--- src/source/register_map_pkg.sv ---
// ========================================================================
// Register map widths, bit positions, reset defaults and encodings
// ========================================================================
package register_map_pkg;

	localparam int BYTE_WIDTH = 8;		// One byte on the command bus
	localparam int ADDRESS_WIDTH = 4;
	localparam int SETTING_BYTES = 10;	// Writable bytes, also one-hot select width
	localparam int SNAPSHOT_BYTES = 5;	// Marker count plus four status bytes
	localparam int STATUS_WIDTH = 26;
	localparam int CRITERIA_WIDTH = 29;	// Coincidence bit above four fields
	localparam int DURATION_WIDTH = 6;
	localparam int MISC_WIDTH = 5;

	// Status word
	localparam int A_UPDATED_BIT = 17;	// Channel A took its new criteria
	localparam int B_UPDATED_BIT = 16;
	localparam int MARKER_BIT = 19;		// Least-significant-bits marker

	// Misc control byte
	localparam int ACLK_BIT = 4;		// ADC sample clock enable
	localparam int AUTO_BIT = 3;		// Automatic entry creation
	localparam int SAVING_BIT = 2;
	localparam int A_COINC_BIT = 1;		// A requires coincidence
	localparam int B_COINC_BIT = 0;

	// Write selects that raise each channel's update request
	localparam logic [SETTING_BYTES-1:0] A_UPDATE_MASK = 10'b01_1111_0000;
	localparam logic [SETTING_BYTES-1:0] B_UPDATE_MASK = 10'b01_0000_1111;

	localparam logic [BYTE_WIDTH-1:0] DEFAULT_MIN_DURATION = 8'd61;
	localparam logic [BYTE_WIDTH-1:0] DEFAULT_MAX_DURATION = 8'd62;
	localparam logic [BYTE_WIDTH-1:0] DEFAULT_MIN_AMPLITUDE = 8'd255;
	localparam logic [BYTE_WIDTH-1:0] DEFAULT_DOR_LIMIT = 8'd127;
	localparam logic [BYTE_WIDTH-1:0] DEFAULT_SEQ_LIMIT = 8'd64;
	localparam logic [BYTE_WIDTH-1:0] DEFAULT_MISC = 8'd0;	// All enables off

	// Byte addresses, channel B criteria first
	typedef enum logic [ADDRESS_WIDTH-1:0] {
		ADDR_B_DOR_LIMIT = 4'd0,
		ADDR_B_MIN_AMPLITUDE = 4'd1,
		ADDR_B_MAX_DURATION = 4'd2,
		ADDR_B_MIN_DURATION = 4'd3,
		ADDR_A_DOR_LIMIT = 4'd4,
		ADDR_A_MIN_AMPLITUDE = 4'd5,
		ADDR_A_MAX_DURATION = 4'd6,
		ADDR_A_MIN_DURATION = 4'd7,
		ADDR_MISC = 4'd8,
		ADDR_SEQ_LIMIT = 4'd9,
		ADDR_MARKER_COUNT = 4'd10,
		ADDR_STATUS_HIGH = 4'd11,	// Timepulse and status bits 25 to 24
		ADDR_STATUS_23_16 = 4'd12,
		ADDR_STATUS_15_8 = 4'd13,
		ADDR_STATUS_7_0 = 4'd14		// 15 is unassigned
	} reg_address_t;

	// Gray order, one bit changes per step
	typedef enum logic [1:0] {
		WRITE_IDLE = 2'b00,
		WRITE_START = 2'b01,
		WRITE_APPLY = 2'b11,
		WRITE_DONE = 2'b10
	} write_state_t;

	typedef enum logic [1:0] {
		READ_IDLE = 2'b00,
		READ_LOAD = 2'b01,
		READ_DONE = 2'b11
	} read_state_t;

endpackage

--- src/source/address_decoder.sv ---
// ========================================================================
// Address register, one-hot write select and read byte mux
// ========================================================================
`timescale 1ns/1ps

module address_decoder (
	input logic system_clock,
	input logic reset,
	input logic [register_map_pkg::ADDRESS_WIDTH-1:0] address,
	input logic [register_map_pkg::SETTING_BYTES*register_map_pkg::BYTE_WIDTH-1:0]
		setting_bytes,	// Narrow fields already zero-extended
	input logic [register_map_pkg::SNAPSHOT_BYTES*register_map_pkg::BYTE_WIDTH-1:0]
		snapshot_bytes,
	output logic [register_map_pkg::SETTING_BYTES-1:0] write_select,
	output logic [register_map_pkg::BYTE_WIDTH-1:0] read_data
);

	register_map_pkg::reg_address_t address_q;	// Registered command address
	logic [register_map_pkg::BYTE_WIDTH-1:0] setting_byte;
	logic [register_map_pkg::BYTE_WIDTH-1:0] snapshot_byte;

	assign setting_byte = setting_bytes[int'(address_q) * register_map_pkg::BYTE_WIDTH
		+: register_map_pkg::BYTE_WIDTH];
	// Status bytes start at the marker count address
	assign snapshot_byte = snapshot_bytes[
		(int'(address_q) - int'(register_map_pkg::ADDR_MARKER_COUNT))
		* register_map_pkg::BYTE_WIDTH +: register_map_pkg::BYTE_WIDTH];

	always_ff @(posedge system_clock or posedge reset) begin
		if (reset) begin
			address_q <= register_map_pkg::ADDR_B_DOR_LIMIT;
			write_select <= '0;
		end else begin
			address_q <= register_map_pkg::reg_address_t'(address);
			case (address_q) inside
				[register_map_pkg::ADDR_B_DOR_LIMIT:register_map_pkg::ADDR_SEQ_LIMIT]:
					write_select <= {{(register_map_pkg::SETTING_BYTES - 1){1'b0}}, 1'b1}
						<< address_q;
				default: write_select <= '0;	// Status bytes are read only
			endcase
		end
	end

	// Read byte, one cycle behind the select
	always_ff @(posedge system_clock) begin
		case (address_q) inside
			[register_map_pkg::ADDR_B_DOR_LIMIT:register_map_pkg::ADDR_SEQ_LIMIT]:
				read_data <= setting_byte;
			[register_map_pkg::ADDR_MARKER_COUNT:register_map_pkg::ADDR_STATUS_7_0]:
				read_data <= snapshot_byte;
			default: read_data <= '0;	// Unassigned address
		endcase
	end

endmodule

--- src/source/read_sequencer.sv ---
// ========================================================================
// Read command handshake FSM, loads and holds the read result
// ========================================================================
`timescale 1ns/1ps

module read_sequencer (
	input logic system_clock,
	input logic reset,
	input logic read_byte,		// Request from the command front end
	input logic [register_map_pkg::BYTE_WIDTH-1:0] read_data,
	output logic [register_map_pkg::BYTE_WIDTH-1:0] read_result,
	output logic done_read_byte
);

	register_map_pkg::read_state_t read_state;
	logic read_request;

	always_ff @(posedge system_clock or posedge reset) begin
		if (reset) begin
			read_request <= 1'b0;
			read_result <= '0;
			read_state <= register_map_pkg::READ_IDLE;
		end else begin
			read_request <= read_byte;
			case (read_state)
				register_map_pkg::READ_IDLE: begin
					read_result <= '0;
					if (read_request) read_state <= register_map_pkg::READ_LOAD;
				end
				register_map_pkg::READ_LOAD: begin
					read_result <= read_data;	// Decoder output is settled by now
					read_state <= register_map_pkg::READ_DONE;
				end
				register_map_pkg::READ_DONE: begin
					// Result only nonzero while done is high
					if (!read_request) begin
						read_result <= '0;
						read_state <= register_map_pkg::READ_IDLE;
					end
				end
				default: begin
					read_result <= '0;
					read_state <= register_map_pkg::READ_IDLE;
				end
			endcase
		end
	end

	assign done_read_byte = (read_state == register_map_pkg::READ_DONE);

endmodule

--- src/source/register_map.sv ---
// ========================================================================
// Register map top level, decoder, sequencers, settings and status
// ========================================================================
`timescale 1ns/1ps

module register_map (
	input logic system_clock,
	input logic reset,
	input logic t_pulse,
	input logic [register_map_pkg::STATUS_WIDTH-1:0] status_word,
	input logic write_byte,
	input logic [register_map_pkg::BYTE_WIDTH-1:0] byte_to_write,
	input logic [register_map_pkg::ADDRESS_WIDTH-1:0] address,	// Shared by reads and writes
	input logic read_byte,
	output logic done_write_byte,
	output logic done_read_byte,
	output logic [register_map_pkg::BYTE_WIDTH-1:0] read_result,
	output logic enable_aclk,
	output logic enable_auto,
	output logic enable_saving,
	output logic [register_map_pkg::BYTE_WIDTH-1:0] seq_limit,
	output logic [register_map_pkg::CRITERIA_WIDTH-1:0] a_criteria,
	output logic [register_map_pkg::CRITERIA_WIDTH-1:0] b_criteria,
	output logic update_a,
	output logic update_b
);

	logic [register_map_pkg::SETTING_BYTES-1:0] write_select;
	logic [register_map_pkg::BYTE_WIDTH-1:0] read_data;
	logic write_enable;
	logic [register_map_pkg::SETTING_BYTES*register_map_pkg::BYTE_WIDTH-1:0] setting_bytes;
	logic [register_map_pkg::SNAPSHOT_BYTES*register_map_pkg::BYTE_WIDTH-1:0] snapshot_bytes;
	logic a_updated;
	logic b_updated;

	assign a_updated = status_word[register_map_pkg::A_UPDATED_BIT];
	assign b_updated = status_word[register_map_pkg::B_UPDATED_BIT];

	address_decoder address_decoder (
		.system_clock(system_clock),
		.reset(reset),
		.address(address),
		.setting_bytes(setting_bytes),
		.snapshot_bytes(snapshot_bytes),
		.write_select(write_select),
		.read_data(read_data)
	);

	write_sequencer write_sequencer (
		.system_clock(system_clock),
		.reset(reset),
		.write_byte(write_byte),
		.write_enable(write_enable),
		.done_write_byte(done_write_byte)
	);

	read_sequencer read_sequencer (
		.system_clock(system_clock),
		.reset(reset),
		.read_byte(read_byte),
		.read_data(read_data),
		.read_result(read_result),
		.done_read_byte(done_read_byte)
	);

	settings_bank settings_bank (
		.system_clock(system_clock),
		.reset(reset),
		.write_enable(write_enable),
		.write_select(write_select),
		.byte_to_write(byte_to_write),
		.a_updated(a_updated),
		.b_updated(b_updated),
		.setting_bytes(setting_bytes),
		.enable_aclk(enable_aclk),
		.enable_auto(enable_auto),
		.enable_saving(enable_saving),
		.seq_limit(seq_limit),
		.a_criteria(a_criteria),
		.b_criteria(b_criteria),
		.update_a(update_a),
		.update_b(update_b)
	);

	status_capture status_capture (
		.system_clock(system_clock),
		.reset(reset),
		.t_pulse(t_pulse),
		.status_word(status_word),
		.snapshot_bytes(snapshot_bytes)
	);

endmodule

--- src/source/settings_bank.sv ---
// ========================================================================
// Setting registers, registered output copies and update requests
// ========================================================================
`timescale 1ns/1ps

module settings_bank (
	input logic system_clock,
	input logic reset,
	input logic write_enable,
	input logic [register_map_pkg::SETTING_BYTES-1:0] write_select,	// One-hot
	input logic [register_map_pkg::BYTE_WIDTH-1:0] byte_to_write,
	input logic a_updated,		// Acknowledge from channel A monitor
	input logic b_updated,
	output logic [register_map_pkg::SETTING_BYTES*register_map_pkg::BYTE_WIDTH-1:0]
		setting_bytes,	// Raw bytes for readback
	output logic enable_aclk,
	output logic enable_auto,
	output logic enable_saving,
	output logic [register_map_pkg::BYTE_WIDTH-1:0] seq_limit,
	output logic [register_map_pkg::CRITERIA_WIDTH-1:0] a_criteria,
	output logic [register_map_pkg::CRITERIA_WIDTH-1:0] b_criteria,
	output logic update_a,
	output logic update_b
);

	logic [register_map_pkg::BYTE_WIDTH-1:0] setting_q [register_map_pkg::SETTING_BYTES];
	logic [register_map_pkg::BYTE_WIDTH-1:0] misc_byte;
	logic new_a;	// Write landed on A criteria or misc
	logic new_b;

	// Duration and misc bytes keep only their low bits
	function automatic logic [register_map_pkg::BYTE_WIDTH-1:0] field_mask(input int index);
		logic [register_map_pkg::BYTE_WIDTH-1:0] mask;
		case (register_map_pkg::reg_address_t'(index))
			register_map_pkg::ADDR_B_MAX_DURATION,
			register_map_pkg::ADDR_B_MIN_DURATION,
			register_map_pkg::ADDR_A_MAX_DURATION,
			register_map_pkg::ADDR_A_MIN_DURATION: begin
				mask = '0;
				mask[register_map_pkg::DURATION_WIDTH-1:0] = '1;
			end
			register_map_pkg::ADDR_MISC: begin
				mask = '0;
				mask[register_map_pkg::MISC_WIDTH-1:0] = '1;
			end
			default: mask = '1;
		endcase
		return mask;
	endfunction

	function automatic logic [register_map_pkg::BYTE_WIDTH-1:0] default_byte(input int index);
		case (register_map_pkg::reg_address_t'(index))
			register_map_pkg::ADDR_B_DOR_LIMIT,
			register_map_pkg::ADDR_A_DOR_LIMIT: return register_map_pkg::DEFAULT_DOR_LIMIT;
			register_map_pkg::ADDR_B_MIN_AMPLITUDE,
			register_map_pkg::ADDR_A_MIN_AMPLITUDE: return register_map_pkg::DEFAULT_MIN_AMPLITUDE;
			register_map_pkg::ADDR_B_MAX_DURATION,
			register_map_pkg::ADDR_A_MAX_DURATION: return register_map_pkg::DEFAULT_MAX_DURATION;
			register_map_pkg::ADDR_B_MIN_DURATION,
			register_map_pkg::ADDR_A_MIN_DURATION: return register_map_pkg::DEFAULT_MIN_DURATION;
			register_map_pkg::ADDR_MISC: return register_map_pkg::DEFAULT_MISC;
			default: return register_map_pkg::DEFAULT_SEQ_LIMIT;
		endcase
	endfunction

	// {coincidence, min_dur, max_dur, min_amp, DOR_limit}
	function automatic logic [register_map_pkg::CRITERIA_WIDTH-1:0] pack_criteria(
		input logic coincidence,
		input logic [register_map_pkg::BYTE_WIDTH-1:0] dor_limit,
		input logic [register_map_pkg::BYTE_WIDTH-1:0] min_amplitude,
		input logic [register_map_pkg::BYTE_WIDTH-1:0] max_duration,
		input logic [register_map_pkg::BYTE_WIDTH-1:0] min_duration
	);
		return {coincidence, min_duration[register_map_pkg::DURATION_WIDTH-1:0],
			max_duration[register_map_pkg::DURATION_WIDTH-1:0], min_amplitude, dor_limit};
	endfunction

	always_ff @(posedge system_clock or posedge reset) begin
		if (reset) begin
			for (int i = 0; i < register_map_pkg::SETTING_BYTES; i++) begin
				setting_q[i] <= default_byte(i);
			end
		end else if (write_enable) begin
			for (int i = 0; i < register_map_pkg::SETTING_BYTES; i++) begin
				if (write_select[i]) setting_q[i] <= byte_to_write & field_mask(i);
			end
		end
	end

	for (genvar i = 0; i < register_map_pkg::SETTING_BYTES; i++) begin : g_readback
		assign setting_bytes[i*register_map_pkg::BYTE_WIDTH +: register_map_pkg::BYTE_WIDTH] =
			setting_q[i];
	end

	assign misc_byte = setting_q[register_map_pkg::ADDR_MISC];

	// Output copies trail the raw bytes by one cycle
	always_ff @(posedge system_clock or posedge reset) begin
		if (reset) begin
			enable_aclk <= register_map_pkg::DEFAULT_MISC[register_map_pkg::ACLK_BIT];
			enable_auto <= register_map_pkg::DEFAULT_MISC[register_map_pkg::AUTO_BIT];
			enable_saving <= register_map_pkg::DEFAULT_MISC[register_map_pkg::SAVING_BIT];
			seq_limit <= register_map_pkg::DEFAULT_SEQ_LIMIT;
			a_criteria <= pack_criteria(register_map_pkg::DEFAULT_MISC[register_map_pkg::A_COINC_BIT],
				register_map_pkg::DEFAULT_DOR_LIMIT, register_map_pkg::DEFAULT_MIN_AMPLITUDE,
				register_map_pkg::DEFAULT_MAX_DURATION, register_map_pkg::DEFAULT_MIN_DURATION);
			b_criteria <= pack_criteria(register_map_pkg::DEFAULT_MISC[register_map_pkg::B_COINC_BIT],
				register_map_pkg::DEFAULT_DOR_LIMIT, register_map_pkg::DEFAULT_MIN_AMPLITUDE,
				register_map_pkg::DEFAULT_MAX_DURATION, register_map_pkg::DEFAULT_MIN_DURATION);
		end else begin
			enable_aclk <= misc_byte[register_map_pkg::ACLK_BIT];
			enable_auto <= misc_byte[register_map_pkg::AUTO_BIT];
			enable_saving <= misc_byte[register_map_pkg::SAVING_BIT];
			seq_limit <= setting_q[register_map_pkg::ADDR_SEQ_LIMIT];
			a_criteria <= pack_criteria(misc_byte[register_map_pkg::A_COINC_BIT],
				setting_q[register_map_pkg::ADDR_A_DOR_LIMIT],
				setting_q[register_map_pkg::ADDR_A_MIN_AMPLITUDE],
				setting_q[register_map_pkg::ADDR_A_MAX_DURATION],
				setting_q[register_map_pkg::ADDR_A_MIN_DURATION]);
			b_criteria <= pack_criteria(misc_byte[register_map_pkg::B_COINC_BIT],
				setting_q[register_map_pkg::ADDR_B_DOR_LIMIT],
				setting_q[register_map_pkg::ADDR_B_MIN_AMPLITUDE],
				setting_q[register_map_pkg::ADDR_B_MAX_DURATION],
				setting_q[register_map_pkg::ADDR_B_MIN_DURATION]);
		end
	end

	// Sticky requests, cleared by the channel's acknowledge
	always_ff @(posedge system_clock or posedge reset) begin
		if (reset) begin
			new_a <= 1'b0;
			new_b <= 1'b0;
			update_a <= 1'b0;
			update_b <= 1'b0;
		end else begin
			new_a <= write_enable & |(write_select & register_map_pkg::A_UPDATE_MASK);
			new_b <= write_enable & |(write_select & register_map_pkg::B_UPDATE_MASK);
			update_a <= (new_a | update_a) & ~a_updated;	// Held until A acknowledges
			update_b <= (new_b | update_b) & ~b_updated;
		end
	end

endmodule

--- src/source/status_capture.sv ---
// ========================================================================
// Marker edge counter and registered status snapshot
// ========================================================================
`timescale 1ns/1ps

module status_capture (
	input logic system_clock,
	input logic reset,
	input logic t_pulse,		// GNSS timepulse
	input logic [register_map_pkg::STATUS_WIDTH-1:0] status_word,
	output logic [register_map_pkg::SNAPSHOT_BYTES*register_map_pkg::BYTE_WIDTH-1:0]
		snapshot_bytes	// Count in the low byte
);

	logic marker_sample;
	logic marker_previous;
	logic [register_map_pkg::BYTE_WIDTH-1:0] marker_count;	// Wraps at 256
	logic [register_map_pkg::BYTE_WIDTH-1:0] status_high;

	always_ff @(posedge system_clock or posedge reset) begin
		if (reset) begin
			marker_sample <= 1'b0;
			marker_previous <= 1'b0;
			marker_count <= '0;
		end else begin
			marker_sample <= status_word[register_map_pkg::MARKER_BIT];
			marker_previous <= marker_sample;
			if (marker_sample & ~marker_previous) begin	// Rising edge
				marker_count <= marker_count + 1'b1;
			end
		end
	end

	// Zeros, timepulse, then status bits 25 to 24
	assign status_high = {{(register_map_pkg::BYTE_WIDTH - 3){1'b0}}, t_pulse,
		status_word[register_map_pkg::STATUS_WIDTH-1 -: 2]};

	always_ff @(posedge system_clock) begin
		snapshot_bytes <= {status_word[7:0], status_word[15:8], status_word[23:16],
			status_high, marker_count};
	end

endmodule

--- src/source/write_sequencer.sv ---
// ========================================================================
// Write command handshake FSM with a single write enable pulse
// ========================================================================
`timescale 1ns/1ps

module write_sequencer (
	input logic system_clock,
	input logic reset,
	input logic write_byte,			// Request from the command front end
	output logic write_enable,		// High for the APPLY cycle only
	output logic done_write_byte
);

	register_map_pkg::write_state_t write_state;
	logic write_request;	// Sampled request

	always_ff @(posedge system_clock or posedge reset) begin
		if (reset) begin
			write_request <= 1'b0;
			write_state <= register_map_pkg::WRITE_IDLE;
		end else begin
			write_request <= write_byte;
			case (write_state)
				register_map_pkg::WRITE_IDLE: begin
					if (write_request) begin
						write_state <= register_map_pkg::WRITE_START;
					end
				end
				// Select settles in START
				register_map_pkg::WRITE_START: write_state <= register_map_pkg::WRITE_APPLY;
				register_map_pkg::WRITE_APPLY: write_state <= register_map_pkg::WRITE_DONE;
				register_map_pkg::WRITE_DONE: begin
					if (!write_request) begin	// Master released the request
						write_state <= register_map_pkg::WRITE_IDLE;
					end
				end
				default: write_state <= register_map_pkg::WRITE_IDLE;
			endcase
		end
	end

	assign write_enable = (write_state == register_map_pkg::WRITE_APPLY);
	assign done_write_byte = (write_state == register_map_pkg::WRITE_DONE);	// Held while request stays high

endmodule

--- config.mk ---
export PLATFORM = sky130hd
export DESIGN_NAME = register_map
export DESIGN_NICKNAME = d
export VERILOG_FILES = /design/src/source/register_map_pkg.sv /design/src/source/address_decoder.sv /design/src/source/read_sequencer.sv /design/src/source/register_map.sv /design/src/source/settings_bank.sv /design/src/source/status_capture.sv /design/src/source/write_sequencer.sv
export SDC_FILE = /design/constraint.sdc
export NUM_CORES = 1
export LEC_CHECK = 0
export BUFFER_PORTS_ARGS = -buffer_cell sky130_fd_sc_hd__buf_4
export CAP_MARGIN = 5
export CORE_UTILIZATION = 38
export CTS_CLUSTER_DIAMETER = 100
export DETAILED_ROUTE_END_ITERATION = 12
export GPL_TIMING_DRIVEN = 0
export PLACE_DENSITY = 0.63
export SLEW_MARGIN = 20
export SYNTH_ARGS = -nofsm -noshare
export SYNTH_HDL_FRONTEND = slang
export SYNTH_SLANG_ARGS = --single-unit
--- constraint.sdc ---
create_clock -name system_clock -period 6.1 [get_ports system_clock]
set_input_delay 0 -clock system_clock [delete_from_list [all_inputs] [get_ports system_clock]]
set_output_delay 0 -clock system_clock [all_outputs]
set_load 0.005 [all_outputs]
==> results.md, run 1 <==
- Asr flop ratio synth: 80.7%
- Clock Skews: 0.0234 ns
- Ys flop type: dfstp_2
- Synth warn: 0
- Reg-to-reg endpoint: address_decoder.read_data[4]
- Port bufs: 118
- Synth Register Bits: 223
- Site Rows: 52
- Crit path cell chain: buf_4 > buf_6 > inv_1 > ha_1 > inv_1 > ha_1 > a21boi_0 > o2111ai_1 > o221ai_1
- CTS tree: yes
- GRT Residual Overflow: 0
- Synth Instances: 507
- WP buf/inv: 4
- Slew headroom: 48.5%
- Crit-path leading delay family: compound AO/OA/AOI/OAI gates
- Most common cell after layout, fill and taps aside: buf_4
- Maxcap violations: 0
- Sequential element share of the synthesized area: 70.4%
- Status: completed
- Fin. max-slew vios: 0
- Routability cong.: 0.812
- DRC Markers: 0
- Clk sinks: 223
- Synth Net Count: 554
- Cells after DPL: 896
- WP data required: 6.44 ns
- Flop2flop setup slack: 3.57 ns
- Tcrit/Tclk final: 41.5%
- Post-Route WL: 18500 µm
- Depth of the CTS H-tree: 1
- Detailed-route via count: 4754
- Fin cells: 978
- Tightest Hold Check Type: in2reg
- Critical R2R Launch: address_decoder.address_q[1]
- Core area: 20200 µm²
- Dpl hpwl: 12400 µm
- Power Dens Cells: 493 nW/µm²
- Pin count of the biggest net entering global routing: 98
- Final setup viols: 0
- Slowest cell on crit path: o2111ai_1
- Cell taking the most area after synthesis: dfstp_2
- IO Count: 124
- WP depth: 9
- Netlist Area Pre-Place: 7800 µm²
- Worst setup path startpoint: address_decoder.address_q[1]
- Share of layout cells above drive strength 1: 50.8%
- First-pass GRT wire length: 29100 µm
- Nature of the critical path startpoint: register
- Via density: 4.86
- Post-layout minimum cycle time: 2.53 ns
- Clock slew at reported path FFs: 0.06 ns
- Number of global-route vias before repair: 5093
- Fin util: 50.9%
- Most frequent cells in the layout: buf_4, dfstp_2, dfrtp_1
- Crit path DAT: 2.87 ns
- Layout area overhead: 31.5%
- Die Width: 145 µm
- Hold Fails Final Rpt: 0
- DIE HEIGHT: 145 µm
- Clk_lat worst skew: 0.51 ns
- Worst Max-Slew Pin Slew: 0.771 ns
- Synth area leaders: dfstp_2, dfrtp_1, dfxtp_1, mux2_2, mux2i_1
- Root buffer cell: clkbuf_16
- Number of nets in the layout: 737
- LEAKAGE: 0.00444 µW
- Wire per inst: 18.9 µm
- Initial Utilization: 38.7%
- Share of the synthesized area in the top cell type: 34.3%
- VDD IR max: 253 µV
- Worst Setup EP: address_decoder.read_data[4]
- Die ar.: 21100 µm²
- Drt pass-1 iters: 5
- TritonCTS buffer count: 23
- R2R depth: 9
- Initial DRC Count: 267
- Synth cell types: 50
- Overall routing resource usage: 18.0%
- CTS max path bufs: 3
- Syn Area/Cell: 15.4 µm²
- EDFF count, synth: 0
- Largest stage delay, worst path: 0.65 ns
- Setup crit end kind: register
- Initial antenna violation count: 1
- Post-DRT Antenna Nets: 0
- Max Freq: 395 MHz
- RSZ-0062 raised after global routing: false
- Setup Buffers After CTS: 0
- Crit Path Class: reg2reg
- CP Max Fanout: 10
kinds of logic after synthesis:
group           count (synthesis)  share of synthesized area [%]
mux                            99                           15.3
simple gates                   78                           4.79
flops                         223                           70.4
xor+xnor                        7                          0.786
fa+ha+maj                       4                          0.641
buf+inv                        31                           2.16
compound gates                 65                           5.90
registers in the layout (all words and copies together) (netlist names), 4 cells and up:
register	count
read_sequencer.read_result	8
status_capture.snapshot_bytes	35
address_decoder.read_data	8
settings_bank.setting_bytes	64
address_decoder.address_q	4
settings_bank.misc_byte	5
address_decoder.write_select	10
settings_bank.b_criteria	29
settings_bank.seq_limit	8
settings_bank.a_criteria	29
status_capture.marker_count	8
timing repair:
item                                   4_1_cts  5_1_grt
hold buffers                                39        0
endpoints found under the hold margin      148        0
gates resized for setup                      0        0
power by group:
group / total (µW) / switching, µW / internal [µW]
clock: 1450 / 564 / 889
sequential: 2590 / 336 / 2260
combinational: 1020 / 375 / 641
synth_stat cells, drive strengths merged, types with 2 or more instances:
library cell and n:
a41oi 2, o2bb2ai 3, dfxtp 43, clkbuf 3, o21ai 3, o22ai 4
a21oi 15, a211oi 4, and3 3, xor2 3, and2 3, nor2 16
inv 7, a22oi 7, mux4 8, mux2 76, o221ai 2, nor3 6
dfrtp 78, mux2i 15, and4 2, a32oi 2, nand3 11, buf 20
dfstp 102, ha 4, nor2b 3, nand2b 2, a21boi 9, xnor2 4
o211ai 3, nand2 27, a21o 2, o22a 4
per-layer routing:
metal	up-vias	share of wire, %	global-route usage [%]
li1	2167	-	-
met2	147	48	29.8
met4	0	2.1	5.42
met3	34	5.2	3.14
met5	-	0	0
met1	2406	44	24.2
cell type report:
type / count / area [µm²]
fillers: 1741 / 9910
multi-input cells: 253 / 2140
flip-flops and latches: 223 / 5490
clock inverters: 10 / 104
diodes: 1 / 2.50
clock buffers: 32 / 702
repair buffers: 158 / 1300
well taps: 270 / 338
plain buffers: 23 / 139
inverters: 8 / 37.5
worst min path at each step:
stage                                start                                 to  slack [ns]  depth (start not counted)
after floorplan                    t_pulse  status_capture.snapshot_bytes[10]        0.03                          0
after global placement     status_word[20]  status_capture.snapshot_bytes[20]        0.11                          1
after detailed placement    status_word[9]  status_capture.snapshot_bytes[25]        0.11                          1
after CTS                 byte_to_write[1]    settings_bank.setting_bytes[33]       0.002                          2
after global routing      byte_to_write[1]     settings_bank.setting_bytes[9]        0.04                          2
final                     byte_to_write[2]    settings_bank.setting_bytes[34]       0.001                          2
stage by stage:
| step | hold WS, ns | setup TNS (ns) | worst slack, ns | cell area [µm²] | power [µW] |
|---|---|---|---|---|---|
| 4_1_cts | 0.00156 | 0 | 3.61 | 10300 | 5120 |
| 3_3_place_gp | 0.106 | -15.33 | -0.203 | 9030 | 3580 |
| 5_1_grt | 0.0363 | 0 | 3.43 | 10300 | 5320 |
| 3_5_place_dp | 0.106 | 0 | 3.63 | 9060 | 3630 |
| 2_1_floorplan | 0.0277 | 0 | 1.38 | 7800 | 2990 |
| 6_report | 0.00126 | 0 | 3.57 | 10300 | 5060 |
Power figures use the tool's default switching activity.
==> run 2: changes to the inputs <==
==> constraint.sdc (replaced) <==
create_clock -name system_clock -period 2.37 [get_ports system_clock]
set_input_delay 0 -clock system_clock [delete_from_list [all_inputs] [get_ports system_clock]]
set_output_delay 0 -clock system_clock [all_outputs]
set_load 0.005 [all_outputs]
==> run 2 against run 1 <==
Net effect:
- the flow now finishes with violations (hold timing)
- sequential power rose to 2.6 times the previous value
- flip-flop and latch count did not move
- wire length grew 0.22%
- non-clock buffer count up 8
- via count rose by 2.0%
- first-iteration DRC count fell by 17%
- critical path depth is 1 higher
- worst setup slack lost 3.5 ns
- global-route usage decreased by 0.21 points
- cell count grew 0.72%
- count of clock-buffer cells in the layout grew 2
- register-to-register slack worse by 3.5 ns
- critical endpoint unchanged
==> results.md, run 2 (synthesized netlist as in run 1, its figures left out) <==
- Tightest Hold Check Type: in2reg
- Routability cong.: 0.816
- Failing checks: hold timing
- Pwr Total: 13100 µW
- Die Width: 145 µm
- Setup crit end kind: register
- Hold path start: byte_to_write[1]
- Cells after DPL: 900
- GRT Residual Overflow: 0
- TritonCTS buffer count: 23
- WHS Endpoint: settings_bank.setting_bytes[41]
- Final setup viols: 0
- Nature of the critical path startpoint: register
- Clk sinks: 223
- Power Dens Cells: 1260 nW/µm²
- Wire per inst: 18.8 µm
- Hold path cells: 2
- Tcrit/Tclk final: 95.4%
- Detailed-route via count: 4847
- Status: finished with violations
- Crit Path Class: reg2reg
- Depth of the CTS H-tree: 1
- IO Count: 124
- Die ar.: 21100 µm²
- Slew headroom: 57.1%
- VDD IR max: 560 µV
- Post-DRT Antenna Nets: 0
- Hold Fails Final Rpt: 5
- Port bufs: 118
- Largest register FFs: 64
- Drt pass-1 iters: 4
- LEAKAGE: 0.00450 µW
- First-pass GRT wire length: 28900 µm
- Most common cell after layout, fill and taps aside: buf_4
- Number of nets in the layout: 745
- Most frequent cells in the layout: buf_4, dfstp_2, dfrtp_1
- Number of global-route vias before repair: 5146
- Metal2 WL: 8970 µm
- Initial DRC Count: 221
- Clk_lat worst skew: 0.51 ns
- R2R depth: 10
- Dpl hpwl: 12900 µm
- Crit path cell chain: buf_6 > buf_6 > inv_1 > ha_1 > buf_4 > buf_4 > a21oi_1 > a211oi_1 > a21oi_1 > o221ai_1
- DRC Markers: 0
- Reg-to-reg endpoint: address_decoder.read_data[4]
- Fin util: 51.5%
- Crit path DAT: 2.61 ns
- Core area: 20200 µm²
- Worst Max-Slew Pin Slew: 0.642 ns
- Clock Skews: 0.0162 ns
- CTS tree: yes
- Post-Route WL: 18500 µm
- Initial antenna violation count: 0
- Max Freq: 442 MHz
- Critical R2R Launch: address_decoder.address_q[1]
- Initial Utilization: 38.7%
- Met1 Wirelength: 8130 µm
- Top sig layer: met4
- Via density: 4.92
- Largest stage delay, worst path: 0.39 ns
- Fin. max-slew vios: 0
- Overall routing resource usage: 17.8%
- WP data required: 2.71 ns
- Site Rows: 52
- Met3 WL post-DR: 969 µm
- Share of layout cells above drive strength 1: 51.6%
- Root buffer cell: clkbuf_16
- Flop2flop setup slack: 0.11 ns
- Slowest cell on crit path: dfrtp_1
- CP Max Fanout: 10
- CTS max path bufs: 3
- DIE HEIGHT: 145 µm
- Hold Slack: -0.00464 ns
- Fin cells: 985
- Post-layout minimum cycle time: 2.26 ns
- Maxcap violations: 0
- Clock slew at reported path FFs: 0.06 ns
- Antenna diodes: 0
- Layout area overhead: 33.2%
- Pin count of the biggest net entering global routing: 37
-- run 2: final cells by class --
cell class                 instances  area (µm²)
fill                            1714        9770
sequential                       223        5490
multi-input combinational        253        2150
timing repair buffer             166        1410
clock buffer                      34         718
tap                              270         338
buffer                            23         150
clock inverter                     8        97.6
inverter                           8        33.8
-- run 2: power by group --
group	total, µW	internal, µW	switching (µW)	leakage [µW]
Sequential	6690	5810	879	0.00240
Clock	3760	2320	1440	0.000408
Combinational	2630	1670	964	0.00169
-- run 2: critical path: cells and delay by family (launching register included) --
| family | cells | cell delay (ns) |
|---|---|---|
| AOI/OAI and AO/OA | 4 | 0.61 |
| adders and majority gates | 1 | 0.28 |
| buffers and inverters | 5 | 0.82 |
| DFF | 1 | 0.39 |
-- run 2: worst max path at each step --
stage                                 start                      endpoint  cells past startpoint
3_3_place_gp                          reset        settings_bank.update_a                      2
6_report       address_decoder.address_q[1]  address_decoder.read_data[4]                     10
5_1_grt        address_decoder.address_q[1]  address_decoder.read_data[1]                     10
3_5_place_dp   address_decoder.address_q[1]  address_decoder.read_data[4]                      9
4_1_cts        address_decoder.address_q[1]  address_decoder.read_data[4]                     10
2_1_floorplan                         reset  address_decoder.address_q[0]                      1
-- run 2: layer usage --
metal	global-route usage, %	vias up
met4	6.11	0
met5	0	-
met3	3.14	33
met2	29.0	150
li1	-	2180
met1	24.0	2484
-- run 2: stage by stage --
stage	setup TNS, ns	worst slack (ns)	instance area, µm²
floorplan	0	0.145	7810
global placement	-58.45	-0.750	9030
detailed placement	-0.915	-0.174	9140
CTS	0	0.00167	10400
global route	-0.00291	-0.00291	10400
finish	0	0.108	10400
-- run 2: what timing repair did --
action	in CTS	in global routing
setup buffers	0	4
hold buffers	39	0
hold endpoints to repair	103	0
setup endpoints to repair	8	5
pin swaps	1	2
resized for setup	4	3
